File: src/rtl/rv_core_consts.svh
`ifndef RV_CORE_CONSTS_SVH
`define RV_CORE_CONSTS_SVH

// datapath and instruction widths
`define RV_XLEN 64
`define RV_ILEN 32

// first fetch address after reset
`define RV_RESET_PC 64'h0000_0000_8000_0000

// architectural integer registers
`define RV_NREGS 32

`endif

File: src/rtl/rv_core_pkg.sv
`default_nettype none

package rv_core_pkg;

    // major opcodes, encodings from the base ISA
    typedef enum logic [6:0] {
        OPC_OP_IMM    = 7'b0010011,
        OPC_OP        = 7'b0110011,
        OPC_OP_IMM_32 = 7'b0011011,
        OPC_OP_32     = 7'b0111011,
        OPC_LUI       = 7'b0110111,
        OPC_AUIPC     = 7'b0010111,
        OPC_JAL       = 7'b1101111,
        OPC_JALR      = 7'b1100111,
        OPC_BRANCH    = 7'b1100011,
        OPC_LOAD      = 7'b0000011,
        OPC_STORE     = 7'b0100011
    } opcode_e;

    typedef enum logic [3:0] {
        ALU_ADD, ALU_SUB, ALU_SLT, ALU_SLTU,
        ALU_AND, ALU_OR, ALU_XOR,
        ALU_SLL, ALU_SRL, ALU_SRA,
        ALU_PASS_B,  // lui
        ALU_MULW
    } alu_op_e;

    typedef enum logic {SRC1_RS1, SRC1_PC} src1_sel_e;

    typedef enum logic [1:0] {SRC2_RS2, SRC2_IMM, SRC2_FOUR} src2_sel_e;

    typedef enum logic [1:0] {NPC_SEQ, NPC_BR, NPC_JAL, NPC_JALR} next_pc_e;

    // values follow funct3 of the branch group
    typedef enum logic [2:0] {
        BR_EQ  = 3'b000,
        BR_NE  = 3'b001,
        BR_LT  = 3'b100,
        BR_GE  = 3'b101,
        BR_LTU = 3'b110,
        BR_GEU = 3'b111
    } br_cond_e;

    typedef enum logic {WB_ALU, WB_MEM} wb_sel_e;

    typedef enum logic [1:0] {MEM_BYTE, MEM_HALF, MEM_WORD, MEM_DOUBLE} mem_size_e;

endpackage

`default_nettype wire

File: src/rtl/rv_ctrl_if.sv
`timescale 1ns/10ps
`default_nettype none
`include "rv_core_consts.svh"

interface rv_ctrl_if import rv_core_pkg::*; ();
    alu_op_e             alu_op;
    logic                word;      // 32-bit result, sign-extended
    src1_sel_e           src1_sel;
    src2_sel_e           src2_sel;
    logic [`RV_XLEN-1:0] imm;
    logic                rf_we;
    wb_sel_e             wb_sel;
    next_pc_e            next_pc;
    br_cond_e            br_cond;
    logic                mem_read;
    logic                mem_write;
    mem_size_e           mem_size;
    logic                mem_unsigned;

    modport decode (output alu_op, word, src1_sel, src2_sel, imm, rf_we, wb_sel,
                    next_pc, br_cond, mem_read, mem_write, mem_size, mem_unsigned);
    modport alu (input alu_op, word, src1_sel, src2_sel, imm);
    modport lsu (input mem_read, mem_write, mem_size, mem_unsigned);
    modport pc (input next_pc, br_cond, imm);
endinterface

`default_nettype wire

File: src/rtl/rv_pc_unit.sv
`timescale 1ns/10ps
`default_nettype none
`include "rv_core_consts.svh"

module rv_pc_unit import rv_core_pkg::*; (
    input  logic                clk,
    input  logic                arst_n,
    rv_ctrl_if.pc               ctrl,
    input  logic                illegal,
    input  logic [`RV_XLEN-1:0] rs1_data,
    input  logic [`RV_XLEN-1:0] rs2_data,
    input  logic [`RV_XLEN-1:0] jalr_base,
    output logic [`RV_XLEN-1:0] pc,
    output logic                halted
);
    logic                taken;
    logic [`RV_XLEN-1:0] pc_seq;
    logic [`RV_XLEN-1:0] pc_rel;
    logic [`RV_XLEN-1:0] jalr_sum;
    logic [`RV_XLEN-1:0] pc_next;

    always_comb begin
        case (ctrl.br_cond)
            BR_EQ:   taken = rs1_data == rs2_data;
            BR_NE:   taken = rs1_data != rs2_data;
            BR_LT:   taken = $signed(rs1_data) < $signed(rs2_data);
            BR_GE:   taken = $signed(rs1_data) >= $signed(rs2_data);
            BR_LTU:  taken = rs1_data < rs2_data;
            BR_GEU:  taken = rs1_data >= rs2_data;
            default: taken = 1'b0;
        endcase
    end

    assign pc_seq   = pc + `RV_XLEN'd4;
    assign pc_rel   = pc + ctrl.imm;
    assign jalr_sum = jalr_base + ctrl.imm;

    always_comb begin
        case (ctrl.next_pc)
            NPC_BR:   pc_next = taken ? pc_rel : pc_seq;
            NPC_JAL:  pc_next = pc_rel;
            NPC_JALR: pc_next = {jalr_sum[`RV_XLEN-1:1], 1'b0};
            default:  pc_next = pc_seq;
        endcase
    end

    always_ff @(posedge clk or negedge arst_n) begin
        if (!arst_n) begin
            pc     <= `RV_RESET_PC;
            halted <= 1'b0;
        end else begin
            if (!illegal) pc <= pc_next;  // freeze on the bad word
            if (illegal) halted <= 1'b1;  // sticky until reset
        end
    end
endmodule

`default_nettype wire

File: src/flat_wrapper.sv
// flat-port wrapper written by rule: the top's interface ports become plain ports
module rv_pc_unit_flat import rv_core_pkg::*;
  (clk, arst_n, illegal, rs1_data, rs2_data, jalr_base, pc, halted, ctrl_next_pc, ctrl_br_cond, ctrl_imm);
  rv_ctrl_if ctrl_i ();
  input  logic clk;
  input  logic arst_n;
  input  logic illegal;
  input  logic [`RV_XLEN-1:0] rs1_data;
  input  logic [`RV_XLEN-1:0] rs2_data;
  input  logic [`RV_XLEN-1:0] jalr_base;
  output logic [`RV_XLEN-1:0] pc;
  output logic halted;
  input wire logic [$bits(ctrl_i.next_pc)-1:0] ctrl_next_pc;
  input wire logic [$bits(ctrl_i.br_cond)-1:0] ctrl_br_cond;
  input wire logic [$bits(ctrl_i.imm)-1:0] ctrl_imm;
  assign ctrl_i.next_pc = ctrl_next_pc;
  assign ctrl_i.br_cond = ctrl_br_cond;
  assign ctrl_i.imm = ctrl_imm;
  rv_pc_unit u_core (.clk(clk), .arst_n(arst_n), .ctrl(ctrl_i), .illegal(illegal), .rs1_data(rs1_data), .rs2_data(rs2_data), .jalr_base(jalr_base), .pc(pc), .halted(halted));
endmodule
File: config.mk
export PLATFORM = sky130hd
export DESIGN_NAME = rv_pc_unit_flat
export DESIGN_NICKNAME = d
export VERILOG_FILES = /design/src/rtl/rv_core_pkg.sv /design/src/rtl/rv_ctrl_if.sv /design/src/rtl/rv_pc_unit.sv /design/src/flat_wrapper.sv
export VERILOG_INCLUDE_DIRS = /design/src /design/src/rtl
export SDC_FILE = /design/constraint.sdc
export NUM_CORES = 1
export LEC_CHECK = 0
export BUFFER_PORTS_ARGS = -buffer_cell sky130_fd_sc_hd__buf_2
export CELL_PAD_IN_SITES_DETAIL_PLACEMENT = 1
export CELL_PAD_IN_SITES_GLOBAL_PLACEMENT = 1
export CORE_ASPECT_RATIO = 0.9
export CORE_MARGIN = 2
export CORE_UTILIZATION = 40
export DETAILED_ROUTE_END_ITERATION = 7
export GPL_ROUTABILITY_DRIVEN = 1
export PLACE_DENSITY = 0.95
export SYNTH_ARGS = -nofsm -noshare
export SYNTH_HDL_FRONTEND = slang
export SYNTH_SLANG_ARGS = --single-unit
File: constraint.sdc
create_clock -name clk -period 4.2 [get_ports clk]
set_input_delay 1.26 -clock clk [delete_from_list [all_inputs] [get_ports clk]]
set_output_delay 1.26 -clock clk [all_outputs]
set_load 0.1 [all_outputs]
==> results.sh, run 1 <==
export IMPL_status="did not finish"
export IMPL_stop_stage="global routing (5_1_grt)"
export IMPL_tool_error="[ERROR GRT-0232] Routing congestion too high. Check the congestion heatmap in the GUI."
export IMPL_row_count=65
export IMPL_netlist_top_cells_area="ha_1, dfrtp_1, a21oi_1"
export IMPL_synth_cell_type_count=80
export IMPL_io_pin_count=329
export IMPL_gp_congestion=1.00
export IMPL_initial_core_util_pct=40.5
export IMPL_cts_buffers=9
export IMPL_cts_root_buffer_cell="clkbuf_16"
export IMPL_ctsHoldBuffers=0
export IMPL_synthArstFlopShare_pct=100
export IMPL_synth_top_area_share_pct=16.8
export IMPL_yosys_warnings=0
export IMPL_syn_nets=2450
export IMPL_synth_ff_type="dfrtp_1"
export IMPL_grt_worst_endpoint="u_core.pc[47]$_DFFE_PN0N_/D"
export IMPL_portBuffers=328
export IMPL_dieWidth_um=202
export IMPL_endpoint_type="register input"
export IMPL_synth_edf_count=0
export IMPL_postSynthCellCount=1994
export IMPL_place_hpwl_um=64500
export IMPL_overflow=4
export IMPL_track_usage_pct=81.3
export IMPL_syn_area_um2=14200
export IMPL_grt_max_degree=66
export IMPL_antenna_found_initial=34
export IMPL_ctsLongestPathBuffers=2
export IMPL_yosysSeqAreaShare_pct=11.5
export IMPL_netlist_top_cells_count="a21oi_1, nand2_1, ha_1, nor2_1, o21ai_0"
export IMPL_yosys_register_bits=65
export IMPL_h_tree_depth=3
export IMPL_yosysTopAreaCell="ha_1"
export IMPL_cts_num_sinks=65
export IMPL_dieHeight_um=182
export IMPL_yosysMostFrequentCell="a21oi_1"
export IMPL_syn_area_per_cell_um2=7.10
[routing by layer]
layer,global-route usage [%],overflow
met5,56.9,0
met4,79.5,1
met3,73.9,0
met2,93.2,2
met1,78.9,1
[repair_timing]
action,CTS
pin swaps,26
resized for setup,59
setup buffers,12
endpoints found under the setup margin,62
cloned,1
[kinds of logic after synthesis]
kind of cell	after synthesis	share of synthesized area [%]
simple gates	654	22.3
flops	65	11.5
fa+ha+maj	192	17.1
xor+xnor	146	9.03
mux	24	1.74
buf+inv	196	5.35
compound gates	717	33.0
[through the flow]
step / util, % / instances / hold WS [ns] / instance area, um2 / setup WS, ns
3_3_place_gp: 52.7 / 3024 / 0.447 / 18400 / -0.467
3_5_place_dp: 52.7 / 3024 / 0.486 / 18400 / -0.728
4_1_cts: 54.6 / 3053 / 0.509 / 19100 / 0.00405
2_1_floorplan: - / 1994 / 0.858 / 14200 / 0.0651
==> run 2: changes to the inputs <==
CELL_PAD_IN_SITES_DETAIL_PLACEMENT = not set   (was 1)
CELL_PAD_IN_SITES_GLOBAL_PLACEMENT = not set   (was 1)
CORE_ASPECT_RATIO = not set   (was 0.9)
PLACE_DENSITY = not set   (was 0.95)
PLACE_DENSITY_LB_ADDON = 0.15   (was not set)
==> results.sh, run 2 <==
export IMPL_finalSetupViolCount=0
export IMPL_clock_skew_ns=0.00909
export IMPL_yosys_warnings=0
export IMPL_grt_pass1_vias=17624
export IMPL_fin_crit_sh_pct=99.1
export IMPL_n_antenna_cell=0
export IMPL_use_met1_pct=45.5
export IMPL_critPathMaxFanout=3
export IMPL_final_setup_tns_ns=0
export IMPL_overflow=0
export IMPL_whs_ns=0.516
export IMPL_cap_viol_max_count=0
export IMPL_place_hpwl_um=54200
export IMPL_cpMaxStageDelayCell="a311o_1"
export IMPL_dieHeight_um=192
export IMPL_yosysMostFrequentCell="a21oi_1"
export IMPL_holdPathEnd="u_core.halted$_DFFE_PN0P_"
export IMPL_cp_start_kind="input port"
export IMPL_r2r_setup_slack_ns=0.62
export IMPL_ant_nets=0
export IMPL_final_cell_mix="buf_4, buf_2, nand2_1"
export IMPL_reg_top3="u_core.pc x64, u_core.halted x1"
export IMPL_final_area_um2=19800
export IMPL_arrival_ns=4.37
export IMPL_cts_num_sinks=65
export IMPL_synth_ff_type="dfrtp_1"
export IMPL_rsz0062_at_grt="yes"
export IMPL_netlist_top_cells_area="ha_1, dfrtp_1, a21oi_1"
export IMPL_r2r_cells=11
export IMPL_postSynthCellCount=1994
export IMPL_timing_critical_path_max_delay_family="compound AO/OA/AOI/OAI gates"
export IMPL_fin_crit_ns=4.16
export IMPL_drcViolationCount=0
export IMPL_grt_busiest_layer="met2"
export IMPL_path_common_cell="buf_4"
export IMPL_status="finished, final reports clean"
export IMPL_ctsLongestPathBuffers=2
export IMPL_wirelength_um=64700
export IMPL_regMostFlops="u_core.pc"
export IMPL_cts_clk_slew_worst_paths_ns=0.06
export IMPL_synth_cell_type_count=80
export IMPL_hold_viol=0
export IMPL_row_count=68
export IMPL_dr_first_iter_drc_count=1668
export IMPL_grt_use_met2_pct=55.6
export IMPL_hold_start="u_core.halted$_DFFE_PN0P_"
export IMPL_ctsHoldBuffers=0
export IMPL_drive_above_1_share_pct=32.0
export IMPL_portBuffers=328
export IMPL_core_area_um2=34700
export IMPL_cp_required_ns=4.41
export IMPL_setup_worst_path_class="input port to register"
export IMPL_fmax_mhz=240
export IMPL_syn_area_per_cell_um2=7.10
export IMPL_cts_tree="yes"
export IMPL_cp_num_buf_inv=3
export IMPL_slowest_delay_ns=0.44
export IMPL_synth_top_area_share_pct=16.8
export IMPL_r2r_end="u_core.pc[51]$_DFFE_PN0N_"
export IMPL_areaGrowthSynthToFinish_pct=40.2
export IMPL_max_slew_margin_pct=42.0
export IMPL_p_leak_nw=9.79
export IMPL_io_pin_count=329
export IMPL_clk_latency_ns=0.35
export IMPL_cp_cell_sequence="buf_4, ha_4, nor2b_4, o31a_1, o311ai_1, buf_4, a31oi_4, a311o_1, a311o_1, a311oi_1, buf_4, o31ai_4, xnor2_1, o221ai_1"
export IMPL_holdPathStages=1
export IMPL_routed_via_density=5.93
export IMPL_grt_pass1_wl_um=97200
export IMPL_netlist_top_cells_count="a21oi_1, nand2_1, ha_1, nor2_1, o21ai_0"
export IMPL_track_usage_pct=34.0
export IMPL_end_kind="register"
export IMPL_cts_root_buffer_cell="clkbuf_16"
export IMPL_syn_nets=2450
export IMPL_dpl_cell_area_um2=19000
export IMPL_final_common_cell="buf_4"
export IMPL_place_ws_ns=-0.569
export IMPL_syn_area_um2=14200
export IMPL_synth_edf_count=0
export IMPL_largest_reg_flops=64
export IMPL_num_nets_final=3103
export IMPL_dieWidth_um=192
export IMPL_worstMarginPinSlew_ns=0.869
export IMPL_first_pass_iters=6
export IMPL_setup_ws_ns=0.0393
export IMPL_peakVddDrop_v=0.000508
export IMPL_met3_usage_pct=5.08
export IMPL_yosys_register_bits=65
export IMPL_yosysSeqAreaShare_pct=11.5
export IMPL_dr_total_vias=18439
export IMPL_r2r_start="u_core.pc[19]$_DFFE_PN0N_"
export IMPL_gp_congestion=0.969
export IMPL_cts_buffers=9
export IMPL_synthArstFlopShare_pct=100
export IMPL_initial_core_util_pct=40.8
export IMPL_hp_class="register to register"
export IMPL_wire_per_inst_um=20.8
export IMPL_yosysTopAreaCell="ha_1"
export IMPL_antenna_found_initial=2
export IMPL_power_density_nw_per_um2=575
export IMPL_h_tree_depth=3
export IMPL_grt_max_degree=51
export IMPL_die_area_um2=36900
export IMPL_slew_violations=0
export IMPL_cp_depth=14
## run 2: cell counts after synthesis
No cell type changed its count.
## run 2: worst max-delay path by stage
stage,start,endpoint,slack [ns]
2_1_floorplan,rs2_data[63],u_core.pc[27]$_DFFE_PN0N_,0.07
3_3_place_gp,ctrl_imm[19],u_core.pc[62]$_DFFE_PN0N_,-0.60
3_5_place_dp,ctrl_imm[19],u_core.pc[62]$_DFFE_PN0N_,-0.57
4_1_cts,ctrl_imm[17],u_core.pc[46]$_DFFE_PN0N_,0.007
5_1_grt,ctrl_imm[2],u_core.pc[60]$_DFFE_PN0N_,-0.03
6_report,ctrl_imm[2],u_core.pc[60]$_DFFE_PN0N_,0.04
## run 2: kinds of logic (layout without fill, tap and decap cells)
| logic type | Yosys count | in the layout | share of synthesized area (%) |
|---|---|---|---|
| muxes | 24 | 24 | 1.74 |
| buffers and inverters | 196 | 854 | 5.35 |
| AOI/OAI and AO/OA | 717 | 717 | 33.0 |
| and+or+nand+nor | 654 | 654 | 22.3 |
| DFF | 65 | 65 | 11.5 |
| adders and majority gates | 192 | 192 | 17.1 |
| xor gates and xnor gates | 146 | 146 | 9.03 |
## run 2: per-layer routing
layer	vias up	wire [um]	part of all wire, %
met5	-	13	0.020
met4	2	2310	3.6
met3	138	6110	9.4
met2	900	29200	45
met1	8611	27100	42
li1	8788	-	-
## run 2: area by class of cell
| class | count | area [um2] |
|---|---|---|
| Fill cell | 3447 | 14900 |
| Multi-Input combinational cell | 1733 | 12200 |
| Timing Repair Buffer | 720 | 4680 |
| Sequential cell | 65 | 1630 |
| Tap cell | 455 | 569 |
| Inverter | 118 | 443 |
| Clock buffer | 12 | 267 |
| Clock inverter | 4 | 50.0 |
## run 2: worst reg2reg max path, cell delays in order (launching register included)
cell and delay (ns):
dfrtp_1 0.46, buf_4 0.18, and4_1 0.26, nand4_1 0.28, or4_4 0.72, or4_4 0.62
or2_1 0.24, inv_2 0.15, nand2_1 0.09, xnor2_1 0.13, a22o_1 0.18, a21o_1 0.15
## run 2: timing repair
action	in CTS	in global routing
resized for setup	20	87
pin swaps	5	50
setup buffers	1	8
cloned	0	1
setup endpoints to repair	51	63
## run 2: through the flow
| step | std cells | power [mW] | util, % |
|---|---|---|---|
| 3_5_place_dp | 3082 | 10.2 | 54.6 |
| 2_1_floorplan | 1994 | 7.21 | - |
| 4_1_cts | 3099 | 11.1 | 55.8 |
| 3_3_place_gp | 3082 | 10.2 | 54.6 |
| 6_report | 3107 | 11.4 | 57.2 |
| 5_1_grt | 3107 | 12.1 | 57.2 |
## run 2: report_power, final
part           switching [mW]  internal [mW]
sequential              0.529          0.903
clock                   0.333          0.508
combinational            5.87           3.27
Note: power is estimated with default switching activity, not from simulation.
==> run 3: changes to the inputs <==
CAP_MARGIN = 20   (was not set)
CELL_PAD_IN_SITES_DETAIL_PLACEMENT = 1   (was not set)
CELL_PAD_IN_SITES_GLOBAL_PLACEMENT = 2   (was not set)
CORE_UTILIZATION = 31   (was 40)
==> results.sh, run 3 (synthesis gave the netlist of run 2 again) <==
export IMPL_dpl_cell_area_um2=19300
export IMPL_regMostFlops="u_core.pc"
export IMPL_setup_ws_ns=0.0711
export IMPL_end_kind="register"
export IMPL_place_hpwl_um=61300
export IMPL_cts_root_buffer_cell="clkbuf_16"
export IMPL_fin_crit_ns=4.13
export IMPL_largest_reg_flops=64
export IMPL_grt_pass1_wl_um=111000
export IMPL_antenna_found_initial=1
export IMPL_arrival_ns=4.43
export IMPL_overflow=0
export IMPL_max_slew_margin_pct=50.0
export IMPL_highest_layer="met4"
export IMPL_portBuffers=328
export IMPL_h_tree_depth=3
export IMPL_wl_met2_um=34600
export IMPL_ctsLongestPathBuffers=2
export IMPL_cap_viol_max_count=0
export IMPL_gp_congestion=0.938
export IMPL_cts_clk_slew_worst_paths_ns=0.06
export IMPL_cts_tree="yes"
export IMPL_peakVddDrop_v=0.000379
export IMPL_final_setup_tns_ns=0
export IMPL_ctsHoldBuffers=0
export IMPL_place_ws_ns=-0.598
export IMPL_p_leak_nw=9.87
export IMPL_setup_worst_path_class="input port to register"
export IMPL_final_cell_mix="buf_4, buf_2, a21oi_1"
export IMPL_fin_cells=3275
export IMPL_clock_skew_ns=0.0103
export IMPL_power_mw=11.8
export IMPL_cts_num_sinks=65
export IMPL_power_density_nw_per_um2=583
export IMPL_cp_start_kind="input port"
export IMPL_first_pass_iters=5
export IMPL_reg_top3="u_core.pc x64, u_core.halted x1"
export IMPL_dr_first_iter_drc_count=1339
export IMPL_hp_class="register to register"
export IMPL_whs_ns=0.471
export IMPL_fin_util_pct=44.8
export IMPL_critPathMaxFanout=5
export IMPL_fin_crit_sh_pct=98.3
export IMPL_final_common_cell="buf_4"
export IMPL_core_area_um2=45200
export IMPL_dp_cells=3242
export IMPL_wl_met3_um=4790
export IMPL_status="finished, final reports clean"
export IMPL_rsz0062_at_grt="yes"
export IMPL_die_area_um2=47400
export IMPL_finalSetupViolCount=0
export IMPL_cp_required_ns=4.50
export IMPL_num_nets_final=3124
export IMPL_dieWidth_um=218
export IMPL_slew_violations=0
export IMPL_dr_total_vias=18664
export IMPL_fmax_mhz=242
export IMPL_worstMarginPinSlew_ns=0.748
export IMPL_cts_buffers=9
export IMPL_areaGrowthSynthToFinish_pct=43.1
export IMPL_final_area_um2=20300
export IMPL_ant_nets=0
export IMPL_row_count=78
export IMPL_initial_core_util_pct=31.3
export IMPL_dieHeight_um=218
export IMPL_clk_latency_ns=0.38
export IMPL_hold_viol=0
export IMPL_grt_max_degree=66
export IMPL_track_usage_pct=30.0
export IMPL_drive_above_1_share_pct=32.8
export IMPL_wire_per_inst_um=22.5
export IMPL_wl_met1_um=32700
export IMPL_grt_pass1_vias=19284
export IMPL_drcViolationCount=0
export IMPL_wirelength_um=73700
export IMPL_routed_via_density=5.70
export IMPL_io_pin_count=329
run 3: cell types whose count changed in the layout (fill, tap and decap cells not counted), moves of 3 or more:
cell / delta
nand2_2: +4
nand2_1: -4
ha_1: -4
a21oi_2: -3
buf_4: +17
o21ai_0: -4
inv_2: -4
a21oi_1: +3
inv_1: +4
o21ai_1: +5
run 3: worst paths after layout:
| check | slack, ns | from | to | cells past startpoint |
|---|---|---|---|---|
| setup / recovery | 0.07 | rs2_data[33] | u_core.pc[5]$_DFFE_PN0N_ | 17 |
| hold / removal | 0.47 | u_core.halted$_DFFE_PN0P_ | u_core.halted$_DFFE_PN0P_ | 1 |
| setup reg to reg | 0.57 | u_core.pc[7]$_DFFE_PN0N_ | u_core.pc[61]$_DFFE_PN0N_ | 10 |
| hold reg to reg | 0.47 | u_core.halted$_DFFE_PN0P_ | u_core.halted$_DFFE_PN0P_ | 1 |
| max in group asynchronous | 2.78 | arst_n | u_core.pc[31]$_DFFE_PN1N_ | 2 |
| min in group asynchronous | 0.78 | arst_n | u_core.pc[12]$_DFFE_PN0N_ | 1 |
run 3: layout make-up:
| type | count | area (um2) |
|---|---|---|
| flip-flops and latches | 65 | 1630 |
| clock inverters | 6 | 67.6 |
| multi-input cells | 1734 | 12300 |
| fillers | 5788 | 24900 |
| inverters | 118 | 443 |
| diodes | 2 | 5.00 |
| well taps | 600 | 751 |
| clock buffers | 10 | 239 |
| repair buffers | 740 | 4840 |
run 3: per-layer routing:
metal | vias to the layer above | global-route usage [%]
li1 | 8817 | -
met1 | 9129 | 39.9
met2 | 629 | 50.9
met3 | 89 | 4.11
met4 | 0 | 7.63
met5 | - | 0
run 3: what timing repair did:
| item | CTS | global route |
|---|---|---|
| hold endpoints to repair | 0 | 0 |
| setup buffers | 0 | 10 |
| pin swaps | 4 | 38 |
| gates cloned | 0 | 4 |
| resized for setup | 15 | 102 |
| endpoints found under the setup margin | 36 | 61 |
run 3: worst max-delay path, stage by stage:
cell and delay, ns:
buf_2 0.08, inv_1 0.03, ha_1 0.32, a21oi_2 0.15, o21ai_1 0.10, a221oi_2 0.24, o211ai_1 0.11, buf_4 0.17
or3_4 0.39, or4_4 0.44, o211ai_1 0.12, buf_4 0.19, buf_4 0.12, buf_6 0.13, nor3_1 0.07, o31ai_1 0.25
o221a_2 0.25
run 3: report_power, final:
group	switching, mW	total (mW)	leakage, nW	internal, mW
sequential	0.433	1.34	0.771	0.903
combinational	6.20	9.63	8.95	3.43
clock	0.363	0.840	0.145	0.477
total	7.00	11.8	9.87	4.81
==> run 4: changes to the inputs <==
PLACE_DENSITY_LB_ADDON = 0.1   (was 0.15)
==> results.sh, run 4 (synthesis gave the netlist of run 2 again) <==
export IMPL_status="finished, final reports clean"
export IMPL_cts_buffers=9
export IMPL_dr_first_iter_drc_count=1201
export IMPL_areaGrowthSynthToFinish_pct=44.9
export IMPL_fin_crit_sh_pct=98.4
export IMPL_fillCellCount=5818
export IMPL_critPathMaxFanout=4
export IMPL_h_tree_depth=3
export IMPL_max_slew_margin_pct=31.8
export IMPL_routed_via_density=5.63
export IMPL_drive_above_1_share_pct=33.4
export IMPL_die_area_um2=47400
export IMPL_wire_per_inst_um=22.1
export IMPL_final_common_cell="buf_4"
export IMPL_antenna_found_initial=3
export IMPL_num_nets_final=3145
export IMPL_power_density_nw_per_um2=576
export IMPL_fmax_mhz=242
export IMPL_largest_reg_flops=64
export IMPL_reg_top3="u_core.pc x64, u_core.halted x1"
export IMPL_portBuffers=328
export IMPL_cp_required_ns=4.46
export IMPL_clock_skew_ns=0.0109
export IMPL_grt_pass1_vias=19387
export IMPL_overflow=0
export IMPL_ant_nets=0
export IMPL_drcViolationCount=0
export IMPL_core_area_um2=45200
export IMPL_cts_clk_slew_worst_paths_ns=0.06
export IMPL_gp_congestion=0.903
export IMPL_p_clk_share_pct=7.0
export IMPL_cts_num_sinks=65
export IMPL_hp_class="register to register"
export IMPL_p_leak_nw=10.0
export IMPL_grt_max_degree=66
export IMPL_cap_viol_max_count=0
export IMPL_slew_violations=0
export IMPL_fin_crit_ns=4.13
export IMPL_initial_core_util_pct=31.3
export IMPL_peakVddDrop_v=0.000462
export IMPL_track_usage_pct=30.0
export IMPL_dieWidth_um=218
export IMPL_ctsLongestPathBuffers=2
export IMPL_rsz0062_at_grt="yes"
export IMPL_p_switching_mw=6.99
export IMPL_clk_latency_ns=0.37
export IMPL_io_pin_count=329
export IMPL_row_count=78
export IMPL_setup_worst_path_class="input port to register"
export IMPL_dp_cells=3266
export IMPL_ctsHoldBuffers=0
export IMPL_p_int_mw=4.83
export IMPL_finalSetupViolCount=0
export IMPL_end_kind="register"
export IMPL_hold_viol=0
export IMPL_whs_ns=0.499
export IMPL_regMostFlops="u_core.pc"
export IMPL_cts_tree="yes"
export IMPL_grt_pass1_wl_um=111000
export IMPL_cts_root_buffer_cell="clkbuf_16"
export IMPL_arrival_ns=4.39
export IMPL_p_comb_share_pct=81.4
export IMPL_worstMarginPinSlew_ns=1.02
export IMPL_p_sw_share_pct=59.1
export IMPL_dr_total_vias=18569
export IMPL_first_pass_iters=5
export IMPL_seq_power_share_pct=11.7
export IMPL_final_cell_mix="buf_4, buf_2, nand2_1"
export IMPL_place_hpwl_um=61000
export IMPL_fin_cells=3299
export IMPL_wirelength_um=73000
export IMPL_cp_start_kind="input port"
export IMPL_dieHeight_um=218
-- run 4: changes by cell type in the layout (fill, tap and decap cells not counted), sizes merged --
cell / before / now
clkinvlp: 2 / 0
clkinv: 3 / 2
diode: 2 / 6
buf: 738 / 762
o211a: 7 / 6
-- run 4: layout make-up --
class | instances | area [um2] | share of cell area [%]
clock buffers | 12 | 256 | 1.25
multi-input cells | 1733 | 12400 | 60.2
clock inverters | 3 | 40.0 | 0.195
inverters | 118 | 443 | 2.16
well taps | 600 | 751 | 3.66
flip-flops and latches | 65 | 1630 | 7.93
diodes | 6 | 15.0 | 0.0732
repair buffers | 762 | 5020 | 24.5
-- run 4: per-layer routing --
metal / share of wire (%) / wire length [um] / track usage (%)
met1: 44 / 32500 / 39.4
met2: 47 / 34000 / 50.2
met3: 6.7 / 4870 / 5.73
met4: 2.3 / 1660 / 7.49
met5: 0 / 0 / 0
-- run 4: worst max-delay path, cell delays in order --
cell and delay, ns:
buf_2 0.11, ha_1 0.43, buf_4 0.17, nand2_1 0.16, buf_4 0.21, nor3_2 0.20, o311ai_4 0.17, buf_4 0.19
nand3_1 0.11, buf_4 0.17, nand3_1 0.11, and2_2 0.25, a31o_2 0.29, xor2_1 0.29, o22ai_2 0.12, a21o_1 0.16
-- run 4: power by group through the flow --
stage / combinational, mW / clock (mW) / sequential (mW)
2_1_floorplan: 3.93 / 0 / 3.29
3_3_place_gp: 9.06 / 0 / 1.36
3_5_place_dp: 9.23 / 0 / 1.36
4_1_cts: 9.31 / 0.838 / 1.36
5_1_grt: 10.3 / 0.855 / 1.40
6_report: 9.62 / 0.826 / 1.38
-- run 4: path summary, 6_finish.rpt --
kind	startpoint	endpoint	slack [ns]	cells past startpoint
worst max-delay path	ctrl_imm[16]	u_core.pc[53]$_DFFE_PN0N_	0.07	16
worst min-delay path	u_core.halted$_DFFE_PN0P_	u_core.halted$_DFFE_PN0P_	0.50	1
worst max register to register	u_core.pc[7]$_DFFE_PN0N_	u_core.pc[61]$_DFFE_PN0N_	0.53	10
worst min register to register	u_core.halted$_DFFE_PN0P_	u_core.halted$_DFFE_PN0P_	0.50	1
max in group asynchronous	arst_n	u_core.pc[31]$_DFFE_PN1N_	2.90	2
min in group asynchronous	arst_n	u_core.pc[54]$_DFFE_PN0N_	0.91	2
-- run 4: repair_timing --
action / 4_1_cts / 5_1_grt
pin swaps: 11 / 53
cloned: 1 / 0
resized for setup: 31 / 102
endpoints found under the setup margin: 51 / 60
setup buffers: 1 / 13
-- run 4: through the flow --
step	cell area (um2)	TNS, ns	utilization (%)	worst slack, ns	power [mW]
2_1_floorplan	14200	0	-	0.0651	7.21
3_3_place_gp	19500	-24.45	43.1	-0.753	10.4
3_5_place_dp	19500	-29.42	43.1	-0.759	10.6
4_1_cts	19900	-0.00583	44.1	-0.00322	11.5
5_1_grt	20500	-0.449	45.4	-0.101	12.5
6_report	20500	0	45.4	0.0687	11.8
